$ cat config.mk
export PLATFORM = sky130hd
export DESIGN_NAME = orbitron_glue
export DESIGN_NICKNAME = d
export VERILOG_FILES = /design/src/design/orbitron_pkg.sv /design/src/design/cfg_if.sv /design/src/design/option_rx.sv /design/src/design/player_controls.sv /design/src/design/sound_dac.sv /design/src/design/video_blank.sv /design/src/design/orbitron_glue.sv
export SDC_FILE = /design/constraint.sdc
export NUM_CORES = 1
export LEC_CHECK = 0
export ABC_CLOCK_PERIOD_IN_PS = 6300
export BUFFER_PORTS_ARGS = -buffer_cell sky130_fd_sc_hd__buf_2
export CORE_MARGIN = 2
export CORE_UTILIZATION = 55
export DETAILED_ROUTE_END_ITERATION = 12
export PLACE_DENSITY = 0.87
export SLEW_MARGIN = 25
export SYNTH_ARGS = -nofsm -noshare
export SYNTH_HDL_FRONTEND = slang
export SYNTH_SLANG_ARGS = --single-unit
$ cat constraint.sdc
create_clock -name clk_18 -period 6.3 [get_ports clk_18]
set_clock_uncertainty 0.15 [all_clocks]
set_input_delay 0.63 -clock clk_18 [delete_from_list [all_inputs] [get_ports clk_18]]
set_output_delay 0.63 -clock clk_18 [all_outputs]
set_load 0.03 [all_outputs]
$ cat src/design/orbitron_pkg.sv
//==================================================
// Orbitron board glue shared definitions
// Bus widths, option-byte bit positions and the
// scanline effect encoding used across the glue
//==================================================
package orbitron_pkg;

	// Option byte as shifted in from the host, one bit per menu entry
	typedef logic [7:0] opt_byte_t;

	// ==================================================
	// Option-bit positions
	// ==================================================

	// Either of the two reset bits restarts the core
	localparam int OPT_RESET   = 0;
	localparam int OPT_RESET_T = 6;

	// Set selects the upright joystick mapping
	localparam int OPT_ROTATE = 2;

	// Low bit of the two-bit scanline effect field
	localparam int OPT_FX_LO = 3;

	// Scanline effect, in the order the host menu lists it
	typedef enum logic [1:0] {
		FX_NONE  = 2'd0,
		FX_HQ2X  = 2'd1,
		FX_CRT25 = 2'd2,
		FX_CRT50 = 2'd3
	} fx_mode_t;

	// ==================================================
	// Datapath widths
	// ==================================================

	// Keyboard joystick word from the PS/2 decoder
	localparam int KBJOY_W = 10;
	localparam int JOY_W   = 8;

	// Sound channels and their weighted sum
	localparam int SND_W = 8;
	localparam int MIX_W = 11;

	// Output colour depth per channel
	localparam int VGA_W = 6;

endpackage

$ cat src/design/cfg_if.sv
//==================================================
// Configuration bus
// Decoded option levels and the update strobe, from
// the option receiver to the control and video logic
//==================================================
`timescale 1ns/1ps

interface cfg_if;
	import orbitron_pkg::*;

	logic     rotate;
	fx_mode_t fx_mode;
	logic     reset_req;
	// High for one clock when a newly received byte takes effect
	logic     cfg_update;

	modport source (
		output rotate,
		output fx_mode,
		output reset_req,
		output cfg_update
	);

	modport sink (
		input rotate,
		input fx_mode,
		input reset_req,
		input cfg_update
	);

endinterface

$ cat src/design/option_rx.sv
//==================================================
// Option byte receiver
// Captures the 8-bit option byte sent by the host
// over the SS/SCK/DI link and decodes it into the
// configuration levels
//==================================================
`timescale 1ns/1ps

module option_rx (
	input  logic  clk_18,
	input  logic  rst_n,
	input  logic  spi_sck,
	input  logic  spi_ss,
	input  logic  spi_di,
	cfg_if.source cfg
);
	import orbitron_pkg::*;

	localparam int               CNT_W      = 4;
	localparam logic [CNT_W-1:0] FRAME_BITS = 4'd8;
	// Saturation point, anything past a full byte is a bad frame
	localparam logic [CNT_W-1:0] CNT_MAX    = 4'd9;

	// Stage 0 and 1 synchronise, stage 2 holds the previous value for edges
	logic [2:0]       sck_pipe;
	logic [2:0]       ss_pipe;
	logic [1:0]       di_pipe;
	logic             sck_rise;
	logic             ss_rise;
	logic             ss_active;
	opt_byte_t        shift_q;
	opt_byte_t        opt_q;
	logic [CNT_W-1:0] bit_cnt;
	logic             update_q;

	// ==================================================
	// Link synchronisers
	// ==================================================

	always_ff @(posedge clk_18 or negedge rst_n) begin
		if (!rst_n) begin
			sck_pipe <= '0;
			// Slave select idles high
			ss_pipe  <= '1;
			di_pipe  <= '0;
		end else begin
			sck_pipe <= {sck_pipe[1:0], spi_sck};
			ss_pipe  <= {ss_pipe[1:0], spi_ss};
			di_pipe  <= {di_pipe[0], spi_di};
		end
	end

	assign sck_rise  = sck_pipe[1] & ~sck_pipe[2];
	assign ss_rise   = ss_pipe[1] & ~ss_pipe[2];
	assign ss_active = ~ss_pipe[1];

	// ==================================================
	// Shifter, bit counter and commit
	// ==================================================

	// MSB first, so new bits enter at the bottom
	always_ff @(posedge clk_18) begin
		if (ss_active && sck_rise) begin
			shift_q <= {shift_q[6:0], di_pipe[1]};
		end
	end

	always_ff @(posedge clk_18 or negedge rst_n) begin
		if (!rst_n) begin
			bit_cnt  <= '0;
			opt_q    <= '0;
			update_q <= 1'b0;
		end else begin
			if (!ss_active) begin
				bit_cnt <= '0;
			end else if (sck_rise && bit_cnt != CNT_MAX) begin
				bit_cnt <= bit_cnt + 1'b1;
			end
			// Only a frame of exactly eight bits replaces the stored byte
			update_q <= ss_rise && (bit_cnt == FRAME_BITS);
			if (ss_rise && bit_cnt == FRAME_BITS) begin
				opt_q <= shift_q;
			end
		end
	end

	assign cfg.rotate     = opt_q[OPT_ROTATE];
	assign cfg.fx_mode    = fx_mode_t'(opt_q[OPT_FX_LO +: 2]);
	assign cfg.reset_req  = opt_q[OPT_RESET] | opt_q[OPT_RESET_T];
	assign cfg.cfg_update = update_q;

endmodule

$ cat src/design/player_controls.sv
//==================================================
// Player controls
// Merges the keyboard and both joysticks into the two
// CSJUDLR control words, with upright/normal rotation
//==================================================
`timescale 1ns/1ps

module player_controls (
	input  logic                              clk_18,
	input  logic                              rst_n,
	input  logic [orbitron_pkg::KBJOY_W-1:0] kbjoy,
	input  logic [orbitron_pkg::JOY_W-1:0]   joystick_0,
	input  logic [orbitron_pkg::JOY_W-1:0]   joystick_1,
	cfg_if.sink                               cfg,
	output logic [7:0]                        p1_csjudlr,
	output logic [7:0]                        p2_csjudlr
);

	// Raw direction sources in the upright orientation
	logic src_up;
	logic src_down;
	logic src_left;
	logic src_right;
	logic m_up;
	logic m_down;
	logic m_left;
	logic m_right;
	logic m_fire;

	assign src_up    = kbjoy[7] | joystick_0[0] | joystick_1[0];
	assign src_down  = kbjoy[6] | joystick_0[1] | joystick_1[1];
	assign src_left  = kbjoy[4] | joystick_0[3] | joystick_1[3];
	assign src_right = kbjoy[5] | joystick_0[2] | joystick_1[2];

	// Normal mode turns the stick a quarter turn for the sideways monitor
	assign m_up    = cfg.rotate ? src_up    : src_left;
	assign m_down  = cfg.rotate ? src_down  : src_right;
	assign m_left  = cfg.rotate ? src_left  : src_down;
	assign m_right = cfg.rotate ? src_right : src_up;

	assign m_fire = kbjoy[0] | joystick_0[4] | joystick_1[4];

	// The CSJUDLR fields sit in bits 6 to 0, bit 7 is spare
	always_ff @(posedge clk_18 or negedge rst_n) begin
		if (!rst_n) begin
			p1_csjudlr <= '0;
			p2_csjudlr <= '0;
		end else begin
			p1_csjudlr <= {1'b0, kbjoy[3], kbjoy[1], m_fire, 2'b00, m_right, m_left};
			p2_csjudlr <= {1'b0, 1'b0, kbjoy[2], m_fire, 2'b00, m_up, m_down};
		end
	end

endmodule

$ cat src/design/sound_dac.sv
//==================================================
// Sound mixer and DAC
// Weights and sums the two sound channels, then turns
// the sum into a one-bit first-order sigma-delta
// stream for the audio pins
//==================================================
`timescale 1ns/1ps

module sound_dac (
	input  logic                            clk_18,
	input  logic                            rst_n,
	input  logic [orbitron_pkg::SND_W-1:0] audio_a,
	input  logic [orbitron_pkg::SND_W-1:0] audio_b,
	output logic                            audio_l
);
	import orbitron_pkg::*;

	logic [MIX_W-1:0] mix;
	logic [MIX_W-1:0] mix_q;
	// One bit wider than the mix, the top bit is the carry out
	logic [MIX_W:0]   acc_q;

	// ==================================================
	// Mixer
	// ==================================================

	// Channel B carries four times the weight of channel A
	assign mix = {1'b0, audio_b, 2'b00} + {3'b000, audio_a};

	always_ff @(posedge clk_18) begin
		mix_q <= mix;
	end

	// ==================================================
	// Sigma-delta modulator
	// ==================================================

	// Each overflow of the lower bits emits a one, so the density of
	// ones over 2**MIX_W clocks equals the mix value
	always_ff @(posedge clk_18 or negedge rst_n) begin
		if (!rst_n) begin
			acc_q <= '0;
		end else begin
			acc_q <= {1'b0, acc_q[MIX_W-1:0]} + {1'b0, mix_q};
		end
	end

	assign audio_l = acc_q[MIX_W];

endmodule

$ cat src/design/video_blank.sv
//==================================================
// Video blanking and scanlines
// Blanks the core colour, widens it to the output
// depth by bit repetition and dims odd lines for the
// CRT effects, with sync kept aligned
//==================================================
`timescale 1ns/1ps

module video_blank #(
	parameter int COLOR_IN_W = 3
) (
	input  logic                            clk_18,
	input  logic                            rst_n,
	input  logic [COLOR_IN_W-1:0]           r,
	input  logic [COLOR_IN_W-1:0]           g,
	input  logic [COLOR_IN_W-1:0]           b,
	input  logic                            hs,
	input  logic                            vs,
	input  logic                            hblank,
	input  logic                            vblank,
	cfg_if.sink                             cfg,
	output logic [orbitron_pkg::VGA_W-1:0] vga_r,
	output logic [orbitron_pkg::VGA_W-1:0] vga_g,
	output logic [orbitron_pkg::VGA_W-1:0] vga_b,
	output logic                            vga_hs,
	output logic                            vga_vs
);
	import orbitron_pkg::*;

	logic line_odd_q;
	logic line_odd;
	logic blank;

	// Repeat the input bits MSB first until the output depth is filled
	function automatic logic [VGA_W-1:0] widen(input logic [COLOR_IN_W-1:0] c);
		logic [VGA_W-1:0] w;
		for (int k = 0; k < VGA_W; k++) begin
			w[VGA_W-1-k] = c[COLOR_IN_W-1-(k % COLOR_IN_W)];
		end
		return w;
	endfunction

	function automatic logic [VGA_W-1:0] dim(
		input logic [VGA_W-1:0] v,
		input fx_mode_t         mode,
		input logic             odd
	);
		logic [VGA_W-1:0] res;
		res = v;
		if (odd) begin
			case (mode)
				FX_CRT25: res = v - (v >> 2);
				FX_CRT50: res = v >> 1;
				default:  res = v;
			endcase
		end
		return res;
	endfunction

	// vga_hs still holds the previous hs, so a fall starts the new line now
	assign line_odd = line_odd_q ^ (vga_hs & ~hs);
	assign blank    = hblank | vblank;

	always_ff @(posedge clk_18 or negedge rst_n) begin
		if (!rst_n) begin
			line_odd_q <= 1'b0;
			vga_r      <= '0;
			vga_g      <= '0;
			vga_b      <= '0;
			vga_hs     <= 1'b0;
			vga_vs     <= 1'b0;
		end else begin
			line_odd_q <= line_odd;
			vga_r      <= blank ? '0 : dim(widen(r), cfg.fx_mode, line_odd);
			vga_g      <= blank ? '0 : dim(widen(g), cfg.fx_mode, line_odd);
			vga_b      <= blank ? '0 : dim(widen(b), cfg.fx_mode, line_odd);
			vga_hs     <= hs;
			vga_vs     <= vs;
		end
	end

endmodule

$ cat src/design/orbitron_glue.sv
//==================================================
// Orbitron board glue top level
// Option receiver, player controls, sound DAC and
// video blanking around the Galaxian-class core,
// all in the 18 MHz system clock domain
//==================================================
`timescale 1ns/1ps

module orbitron_glue #(
	parameter int COLOR_IN_W = 3
) (
	input  logic                              clk_18,
	input  logic                              rst_n,

	// Host option link
	input  logic                              spi_sck,
	input  logic                              spi_ss,
	input  logic                              spi_di,
	input  logic [1:0]                        buttons,

	// Player inputs
	input  logic [orbitron_pkg::KBJOY_W-1:0] kbjoy,
	input  logic [orbitron_pkg::JOY_W-1:0]   joystick_0,
	input  logic [orbitron_pkg::JOY_W-1:0]   joystick_1,

	// Core sound and video
	input  logic [orbitron_pkg::SND_W-1:0]   audio_a,
	input  logic [orbitron_pkg::SND_W-1:0]   audio_b,
	input  logic [COLOR_IN_W-1:0]             core_r,
	input  logic [COLOR_IN_W-1:0]             core_g,
	input  logic [COLOR_IN_W-1:0]             core_b,
	input  logic                              core_hs,
	input  logic                              core_vs,
	input  logic                              hblank,
	input  logic                              vblank,

	// To the core
	output logic [7:0]                        p1_csjudlr,
	output logic [7:0]                        p2_csjudlr,
	output logic                              core_reset,

	// Board outputs
	output logic                              audio_l,
	output logic                              audio_r,
	output logic [orbitron_pkg::VGA_W-1:0]   vga_r,
	output logic [orbitron_pkg::VGA_W-1:0]   vga_g,
	output logic [orbitron_pkg::VGA_W-1:0]   vga_b,
	output logic                              vga_hs,
	output logic                              vga_vs
);

	cfg_if cfg_bus ();

	option_rx u_option_rx (
		.clk_18  (clk_18),
		.rst_n   (rst_n),
		.spi_sck (spi_sck),
		.spi_ss  (spi_ss),
		.spi_di  (spi_di),
		.cfg     (cfg_bus.source)
	);

	// The host menu reset and the board button both restart the core
	assign core_reset = cfg_bus.reset_req | buttons[1];

	player_controls u_player_controls (
		.clk_18     (clk_18),
		.rst_n      (rst_n),
		.kbjoy      (kbjoy),
		.joystick_0 (joystick_0),
		.joystick_1 (joystick_1),
		.cfg        (cfg_bus.sink),
		.p1_csjudlr (p1_csjudlr),
		.p2_csjudlr (p2_csjudlr)
	);

	// Mono sound, the same stream goes to both pins
	sound_dac u_sound_dac (
		.clk_18  (clk_18),
		.rst_n   (rst_n),
		.audio_a (audio_a),
		.audio_b (audio_b),
		.audio_l (audio_l)
	);

	assign audio_r = audio_l;

	video_blank #(
		.COLOR_IN_W (COLOR_IN_W)
	) u_video_blank (
		.clk_18 (clk_18),
		.rst_n  (rst_n),
		.r      (core_r),
		.g      (core_g),
		.b      (core_b),
		.hs     (core_hs),
		.vs     (core_vs),
		.hblank (hblank),
		.vblank (vblank),
		.cfg    (cfg_bus.sink),
		.vga_r  (vga_r),
		.vga_g  (vga_g),
		.vga_b  (vga_b),
		.vga_hs (vga_hs),
		.vga_vs (vga_vs)
	);

endmodule

==> results of run 1 <==
## power by group
group | switching (mW) | leakage, nW | internal (mW)
logic | 0.298 | 1.23 | 0.228
clock network | 0.181 | 0.0971 | 0.186
registers | 0.0289 | 0.871 | 0.564
total | 0.508 | 2.20 | 0.979
## registers in the layout, summed over array words and instances (netlist names), 2 cells and up
signal	flops
u_sound_dac.acc_q	12
u_sound_dac.mix_q	11
u_option_rx.shift_q	7
u_video_blank.vga_b	6
u_video_blank.vga_g	6
u_video_blank.vga_r	6
u_option_rx.opt_q	5
u_player_controls.p1_csjudlr	5
u_option_rx.bit_cnt	4
u_option_rx.sck_pipe	3
u_option_rx.ss_pipe	3
u_player_controls.p2_csjudlr	3
u_option_rx.di_pipe	2
## final timing paths
path,startpoint,endpoint,slack (ns),cells past startpoint
worst min-delay path,u_option_rx.sck_pipe[0]$_DFF_PN0_,u_option_rx.sck_pipe[1]$_DFF_PN0_,0.21,0
max in group asynchronous,rst_n,u_player_controls.p1_csjudlr[5]$_DFF_PN0_,5.26,2
min in group asynchronous,rst_n,u_video_blank.vga_b[2]$_DFF_PN0_,0.25,2
worst max register to register,u_sound_dac.acc_q[0]$_DFF_PN0_,u_sound_dac.acc_q[10]$_DFF_PN0_,3.95,7
worst max-delay path,u_sound_dac.acc_q[0]$_DFF_PN0_,u_sound_dac.acc_q[10]$_DFF_PN0_,3.95,7
worst min register to register,u_option_rx.sck_pipe[0]$_DFF_PN0_,u_option_rx.sck_pipe[1]$_DFF_PN0_,0.21,0
## through the flow
stage                     instances  instance area [um^2]
after floorplan                 369                  3970
after global placement          532                  4410
after detailed placement        532                  4410
after CTS                       548                  4610
after global routing            548                  4610
final                           548                  4610
## worst max-delay path, stage by stage, from the launching register on
cell and delay, ns:
dfrtp_1 0.37, ha_1 0.23, fa_1 0.43, a211oi_1 0.22
o21bai_1 0.14, o41ai_1 0.43, nand3_1 0.13, o311a_1 0.14
## logic make-up after synthesis
logic type | after synthesis | share of synthesized area, %
AOI/OAI and AO/OA | 90 | 15.2
xor gates and xnor gates | 21 | 5.14
adders and majority gates | 39 | 13.3
buffers and inverters | 36 | 4.53
DFF | 76 | 47.8
muxes | 12 | 3.20
other | 1 | 0.0950
and+or+nand+nor | 88 | 10.7
## synthesized netlist by cell type, types with 2 or more instances
cell	count	share of area [%]
dfrtp_1	55	35
ha_1	34	11
nor2_1	28	2.7
a21oi_1	27	3.4
nand2_1	22	2.1
inv_1	18	1.7
xnor2_1	16	3.6
o21ai_0	14	1.8
buf_4	11	2.1
dfxtp_1	11	5.6
nor3_1	10	1.3
a21o_1	8	1.5
edfxtp_1	7	5.3
mux2i_1	7	1.8
nand3_1	7	0.89
o211ai_1	6	1.1
a31oi_1	5	0.79
fa_1	5	2.5
mux2_2	5	1.4
o21a_1	5	0.95
o21bai_1	5	0.95
a211oi_1	4	0.76
clkbuf_1	4	0.38
or3_1	4	0.63
xor2_1	4	0.89
dfstp_2	3	2.0
nor2b_1	3	0.48
nor4_1	3	0.48
o41ai_1	3	0.67
and2_1	2	0.32
buf_2	2	0.25
nand4_1	2	0.32
o221a_2	2	0.57
o311a_1	2	0.51
o31ai_1	2	0.38
or2_2	2	0.32
## layout by cell type (no fill, tap or decap), drive strengths merged, types with 11 or more instances in the layout
master  instances
a21oi          27
dfrtp          55
buf            85
dfxtp          11
nor2           28
ha             34
xnor2          17
inv            19
nand2          22
o21ai          14
## cell type report
class	instances	area, um^2
fillers	518	2260
multi-input cells	257	1900
flip-flops and latches	76	1890
repair buffers	85	428
clock buffers	10	128
well taps	96	120
clock inverters	6	72.6
inverters	18	67.6
## per-layer routing
layer	vias up	wire [um]	global-route usage, %
met3	16	329	5.41
met5	-	0	0
met1	1432	3080	24.1
met4	0	140	9.23
li1	1443	-	-
met2	84	4030	34.7
==> impl_metrics.json, run 1 <==
{
  "grt_pass1_vias": 2848,
  "cp_data_required_time_ns": 6.39,
  "async_reset_ff_share_pct": 76.3,
  "yosysSeqAreaShare_pct": 47.8,
  "hold_viol_final": 0,
  "synth_edf_count": 7,
  "p_total_mw": 1.49,
  "drv_slew": 0,
  "drcViolationCount": 0,
  "post-cts-setup-buffers": 0,
  "fp.dieW_um": 88.7,
  "tritoncts": "done",
  "slew_headroom_pct": 51.9,
  "cts_hold_buf": 0,
  "yosysWarningCount": 0,
  "antenna_left": 0,
  "tns_ns": 0,
  "setup_viol": 0,
  "synthesis.area_um2": 3950,
  "wire_per_inst_um": 13.8,
  "finalWorstSetupSlack_ns": 3.95,
  "period_minus_slack_ns": 2.35,
  "critPathCaptureType": "flip-flop",
  "crit_type": "flip-flop to flip-flop",
  "rsz0062_at_grt": "false",
  "hold_ws_ns": 0.208,
  "htreeDepth": 3,
  "design.portCount": 101,
  "drive_gt1_share_pct": 25.9,
  "power_leakage_nw": 2.20,
  "start_util_pct": 57.4,
  "layout.nets": 548,
  "num_antenna_cells": 0,
  "final_util_pct": 67.0,
  "area.growth.synth_to_final_pct": 16.7,
  "hp-class": "flip-flop to flip-flop",
  "clock_sinks": 76,
  "via_count": 2975,
  "status": "complete, no violations",
  "yosys_most_used_dff": "dfrtp_1",
  "grt_usage_pct": 20.4,
  "clock_latency_ns": 0.35,
  "crit_arrival_ns": 2.43,
  "die_height_um": 88.7,
  "overflow": 0,
  "worst_pin_slew_ns": 0.719,
  "vias_per_cell": 5.43,
  "fmax_mhz": 426,
  "cts_resized": 0,
  "drtIter0Drc": 279,
  "netlist_instances": 363,
  "vdd_ir_drop_max_mv": 0.170,
  "core_um2": 6870,
  "gp_congestion": 0.860,
  "critPathLaunchType": "flip-flop",
  "clockBufferDepth": 2,
  "finalCritPeriodShare_pct": 37.2,
  "synth_seq_cells": 76,
  "powerDensity_nw_per_um2": 323,
  "firstDrtPassIters": 5,
  "post-place-ws_ns": 3.72,
  "postRouteWirelength_um": 7580,
  "maxCapViolations": 0,
  "rows": 30,
  "grt_antenna_before_repair": 0,
  "die_area_um2": 7870,
  "numCtsBuffers": 9,
  "synth.distinct_cells": 51,
  "cts-root-buf": "clkbuf_8",
  "avgSynthCellArea_um2": 10.9,
  "grt_max_degree": 59,
  "hpwl_um": 5540,
  "crit_fanout": 3,
  "clk_pin_slew_ns": 0.08,
  "portBuffers": 84,
  "grt_pass1_wl_um": 12300
}
Power figures use the tool's default switching activity.
==> run 2, diff against run 1 <==
Settings changed: ABC_CLOCK_PERIOD_IN_PS 6300 to 2420, CORE_UTILIZATION 55 to 53, PLACE_DENSITY 0.87 to 0.85.
Clock period 6.3 ns to 2.42 ns, I/O delays scaled along.
==> impl_metrics.json, run 2 (synthesis results as in run 1) <==
{
  "status": "complete, no violations",
  "postRouteWirelength_um": 7970,
  "tritoncts": "done",
  "hp-class": "primary input to flip-flop",
  "dp.cells": 538,
  "clockBufferDepth": 2,
  "num_antenna_cells": 0,
  "area.growth.synth_to_final_pct": 21.4,
  "finalNonFillerCells": 571,
  "clock_latency_ns": 0.35,
  "hold_ws_ns": 0.0198,
  "critPathCaptureType": "flip-flop",
  "layout.nets": 568,
  "cts-root-buf": "clkbuf_8",
  "period_minus_slack_ns": 2.27,
  "via_count": 3040,
  "grt_usage_pct": 20.1,
  "setup_viol": 0,
  "largest_reg_flops": 12,
  "overflow": 0,
  "regMostFlops": "u_sound_dac.acc_q",
  "critPathMaxStageDelay_ns": 0.44,
  "die_height_um": 90.3,
  "r2r-start": "u_sound_dac.acc_q[0]$_DFF_PN0_",
  "p_int_mw": 2.48,
  "start_util_pct": 54.7,
  "top_regs": "u_sound_dac.acc_q (12), u_sound_dac.mix_q (11), u_option_rx.shift_q (7)",
  "comb_power_share_pct": 36.7,
  "worst_pin_slew_ns": 0.722,
  "crit_arrival_ns": 2.39,
  "timing.rr.end": "u_sound_dac.acc_q[8]$_DFF_PN0_",
  "gp_congestion": 0.839,
  "fmax_mhz": 441,
  "met2_usage_pct": 34.8,
  "rsz0062_at_grt": "false",
  "antenna_left": 0,
  "crit_path_cell_trace": "ha_1, fa_1, a211oi_1, o21bai_1, and2_1, o41ai_2, xnor2_1",
  "design.portCount": 101,
  "p_switching_mw": 1.38,
  "slew_headroom_pct": 51.8,
  "fp.dieW_um": 90.3,
  "worst-r2r-setup-slack_ns": 0.15,
  "portBuffers": 84,
  "htreeDepth": 3,
  "fillers": 550,
  "critPathLaunchType": "flip-flop",
  "drive_gt1_share_pct": 25.8,
  "vias_per_cell": 5.32,
  "rows": 31,
  "core_um2": 7210,
  "busiest_layer": "met2",
  "wire_per_inst_um": 14.0,
  "crit_fanout": 3,
  "cp-startpoint": "u_sound_dac.acc_q[0]$_DFF_PN0_",
  "grt_pass1_vias": 3018,
  "crit_buf_inv": 0,
  "maxCapViolations": 0,
  "drcViolationCount": 0,
  "layout_commonest_cell": "buf_2",
  "power_leakage_nw": 2.28,
  "cp_top_family": "adder cells",
  "ff2ff_path_depth": 7,
  "slowest_stage": "fa_1",
  "grt_antenna_before_repair": 0,
  "numCtsBuffers": 9,
  "grt_max_degree": 59,
  "grt_pass1_wl_um": 13200,
  "fin_area_um2": 4790,
  "drtIter0Drc": 154,
  "post-cts-setup-buffers": 0,
  "die_area_um2": 8150,
  "hpwl_um": 5700,
  "pwr-share-seq_pct": 40.0,
  "cp-endpoint": "u_sound_dac.acc_q[8]$_DFF_PN0_",
  "grtUsageMet3_pct": 5.43,
  "vdd_ir_drop_max_mv": 0.453,
  "drv_slew": 0,
  "crit_type": "flip-flop to flip-flop",
  "clkPwrFrac_pct": 23.3,
  "finalCritPeriodShare_pct": 93.7,
  "hold_viol_final": 0,
  "firstDrtPassIters": 4,
  "swShare_pct": 35.7,
  "powerDensity_nw_per_um2": 804,
  "cp.depth": 7,
  "clock_sinks": 76,
  "grt_use_met1_pct": 23.7,
  "clk_pin_slew_ns": 0.08,
  "place_area_um2": 4430,
  "tns_ns": 0,
  "cp_data_required_time_ns": 2.55,
  "layout_common_cells": "buf_2 (84), dfrtp_1 (55), ha_1 (34)"
}
[run 2: what timing repair did]
action,CTS,global route
setup endpoints to repair,0,1
hold buffers,17,0
endpoints found under the hold margin,69,0
resized for setup,0,1
[run 2: power groups by stage]
| stage | sequential, mW | clock [mW] | combinational [mW] |
|---|---|---|---|
| 6_report | 1.54 | 0.896 | 1.41 |
| 5_1_grt | 1.56 | 0.971 | 1.57 |
| 4_1_cts | 1.54 | 0.910 | 1.39 |
| 3_5_place_dp | 1.57 | 0 | 1.36 |
| 3_3_place_gp | 1.57 | 0 | 1.28 |
| 2_1_floorplan | 1.61 | 0 | 1.01 |
[run 2: how the worst min path moves through the flow]
stage          depth (start not counted)                         startpoint  slack (ns)                                  to
6_report                               2                         audio_b[1]        0.02        u_sound_dac.mix_q[3]$_DFF_P_
3_5_place_dp                           0   u_option_rx.di_pipe[0]$_DFF_PN0_        0.18    u_option_rx.di_pipe[1]$_DFF_PN0_
4_1_cts                                2                         audio_b[1]        0.01        u_sound_dac.mix_q[3]$_DFF_P_
5_1_grt                                2                         audio_b[1]        0.02        u_sound_dac.mix_q[3]$_DFF_P_
3_3_place_gp                           0  u_option_rx.sck_pipe[0]$_DFF_PN0_        0.18   u_option_rx.sck_pipe[1]$_DFF_PN0_
2_1_floorplan                          0                              rst_n       -0.20  u_option_rx.bit_cnt[0]$_DFFE_PN0P_
[run 2: routing by layer]
| metal | share of wire [%] | vias to the layer above | routed length, um |
|---|---|---|---|
| met1 | 41 | 1443 | 3290 |
| met2 | 52 | 91 | 4130 |
| li1 | - | 1487 | - |
| met5 | 0 | - | 0 |
| met3 | 4.8 | 19 | 385 |
| met4 | 1.9 | 0 | 154 |
[run 2: final cells by class]
type	instances	area (um^2)	area share, %
Inverter	18	67.6	1.41
Sequential cell	76	1890	39.4
Tap cell	99	124	2.59
Multi-Input combinational cell	257	1910	39.9
Clock buffer	9	124	2.59
Clock inverter	7	56.3	1.18
Timing Repair Buffer	105	621	13.0
[run 2: through the flow]
| stage | power [mW] | setup WS, ns | util, % |
|---|---|---|---|
| floorplan | 2.63 | 0.315 | - |
| global placement | 2.85 | 0.126 | 61.4 |
| detailed placement | 2.93 | 0.123 | 61.4 |
| CTS | 3.84 | 0.105 | 66.3 |
| global route | 4.11 | 0.0314 | 66.4 |
| finish | 3.85 | 0.153 | 66.4 |
[run 2: worst reg2reg max path, delay by kind of cell, from the launching register on]
| family | cells | cell delay, ns |
|---|---|---|
| simple gates | 1 | 0.20 |
| compound gates | 3 | 0.65 |
| fa+ha+maj | 2 | 0.67 |
| flops | 1 | 0.37 |
| xor+xnor | 1 | 0.16 |
==> run 3, diff against run 2 <==
Settings changed: MAX_ROUTING_LAYER set to met4.
==> impl_metrics.json, run 3 (synthesis results as in run 1) <==
{
  "clock_latency_ns": 0.35,
  "tritoncts": "done",
  "hold_viol_final": 0,
  "post-cts-setup-buffers": 0,
  "grt_max_degree": 59,
  "finalNonFillerCells": 571,
  "rows": 31,
  "die_height_um": 90.3,
  "cp_data_required_time_ns": 2.54,
  "rsz0062_at_grt": "false",
  "crit_arrival_ns": 2.39,
  "crit_type": "flip-flop to flip-flop",
  "r2r-start": "u_sound_dac.acc_q[0]$_DFF_PN0_",
  "critPathCaptureType": "flip-flop",
  "post-place-ws_ns": 0.123,
  "slew_headroom_pct": 51.9,
  "status": "complete, no violations",
  "hold_ws_ns": 0.0240,
  "portBuffers": 84,
  "tns_ns": 0,
  "layout_common_cells": "buf_2 (84), dfrtp_1 (55), ha_1 (34)",
  "drive_gt1_share_pct": 25.8,
  "hp-class": "primary input to flip-flop",
  "clk_pin_slew_ns": 0.08,
  "crit_fanout": 3,
  "die_area_um2": 8150,
  "drtIter0Drc": 158,
  "fp.dieW_um": 90.3,
  "layout.nets": 568,
  "top_regs": "u_sound_dac.acc_q (12), u_sound_dac.mix_q (11), u_option_rx.shift_q (7)",
  "vdd_ir_drop_max_mv": 0.458,
  "num_antenna_cells": 0,
  "power_leakage_nw": 2.28,
  "design.portCount": 101,
  "clock_sinks": 76,
  "grt_usage_pct": 20.7,
  "dp.cells": 538,
  "worst_pin_slew_ns": 0.721,
  "powerDensity_nw_per_um2": 804,
  "grt_pass1_vias": 3004,
  "regMostFlops": "u_sound_dac.acc_q",
  "grt_pass1_wl_um": 13300,
  "start_util_pct": 54.7,
  "overflow": 0,
  "via_count": 3061,
  "fmax_mhz": 440,
  "fin_area_um2": 4790,
  "largest_reg_flops": 12,
  "finalCritPeriodShare_pct": 93.8,
  "grt_antenna_before_repair": 0,
  "finalWorstSetupSlack_ns": 0.149,
  "wire_per_inst_um": 14.0,
  "firstDrtPassIters": 4,
  "period_minus_slack_ns": 2.27,
  "worst-r2r-setup-slack_ns": 0.15,
  "postRouteWirelength_um": 7980,
  "htreeDepth": 3,
  "hpwl_um": 5700,
  "core_um2": 7210,
  "gp_congestion": 0.852,
  "cp-startpoint": "u_sound_dac.acc_q[0]$_DFF_PN0_",
  "area.growth.synth_to_final_pct": 21.4,
  "numCtsBuffers": 9,
  "antenna_left": 0,
  "drcViolationCount": 0,
  "clockBufferDepth": 2,
  "hold_start": "audio_b[1]",
  "place_area_um2": 4430,
  "drv_slew": 0,
  "setup_viol": 0,
  "cts-root-buf": "clkbuf_8",
  "critPathLaunchType": "flip-flop",
  "maxCapViolations": 0,
  "vias_per_cell": 5.36,
  "layout_commonest_cell": "buf_2"
}
run 3: cell counts in the layout (fill, tap and decap cells not counted):
No cell type changed its count.
run 3: routing by layer:
layer / routed length, um / track usage [%] / vias to the layer above
met2: 4150 / 34.7 / 103
met3: 391 / 4.67 / 18
met1: 3280 / 23.9 / 1453
li1: - / - / 1487
met4: 159 / 9.49 / 0
met5: 0 / - / -
run 3: worst paths after layout:
path	endpoint	cells after the start
hold reg to reg	u_option_rx.di_pipe[1]$_DFF_PN0_	0
setup / recovery	u_sound_dac.acc_q[8]$_DFF_PN0_	7
setup reg to reg	u_sound_dac.acc_q[8]$_DFF_PN0_	7
min in group asynchronous	u_video_blank.vga_r[3]$_DFF_PN0_	3
max in group asynchronous	u_sound_dac.acc_q[1]$_DFF_PN0_	3
hold / removal	u_sound_dac.mix_q[3]$_DFF_P_	2
run 3: where the power goes:
group,switching (mW),total (mW),leakage [nW],internal (mW)
Sequential,0.0730,1.54,0.871,1.47
Combinational,0.796,1.42,1.32,0.621
Clock,0.508,0.894,0.0910,0.386
Total,1.38,3.85,2.28,2.48
run 3: area by class of cell:
cell class / instances / area, um^2
timing repair buffer: 105 / 621
fill: 550 / 2420
clock inverter: 7 / 56.3
multi-input combinational: 257 / 1910
clock buffer: 9 / 124
inverter: 18 / 67.6
sequential: 76 / 1890
tap: 99 / 124
run 3: what timing repair did:
action                                 in CTS  in global routing
setup endpoints to repair                   0                  1
hold buffers                               17                  0
resized for setup                           0                  1
endpoints found under the hold margin      69                  0
run 3: metrics by stage:
stage	power [mW]	utilization, %
after CTS	3.84	66.3
final	3.85	66.4
after floorplan	2.63	-
after global placement	2.85	61.4
after global routing	4.10	66.4
after detailed placement	2.93	61.4
run 3: worst max-delay path, cell delays in order (launching register included):
cell	delay, ns
dfrtp_1	0.37
ha_1	0.23
fa_1	0.44
a211oi_1	0.24
o21bai_1	0.14
and2_1	0.20
o41ai_2	0.26
xnor2_1	0.17
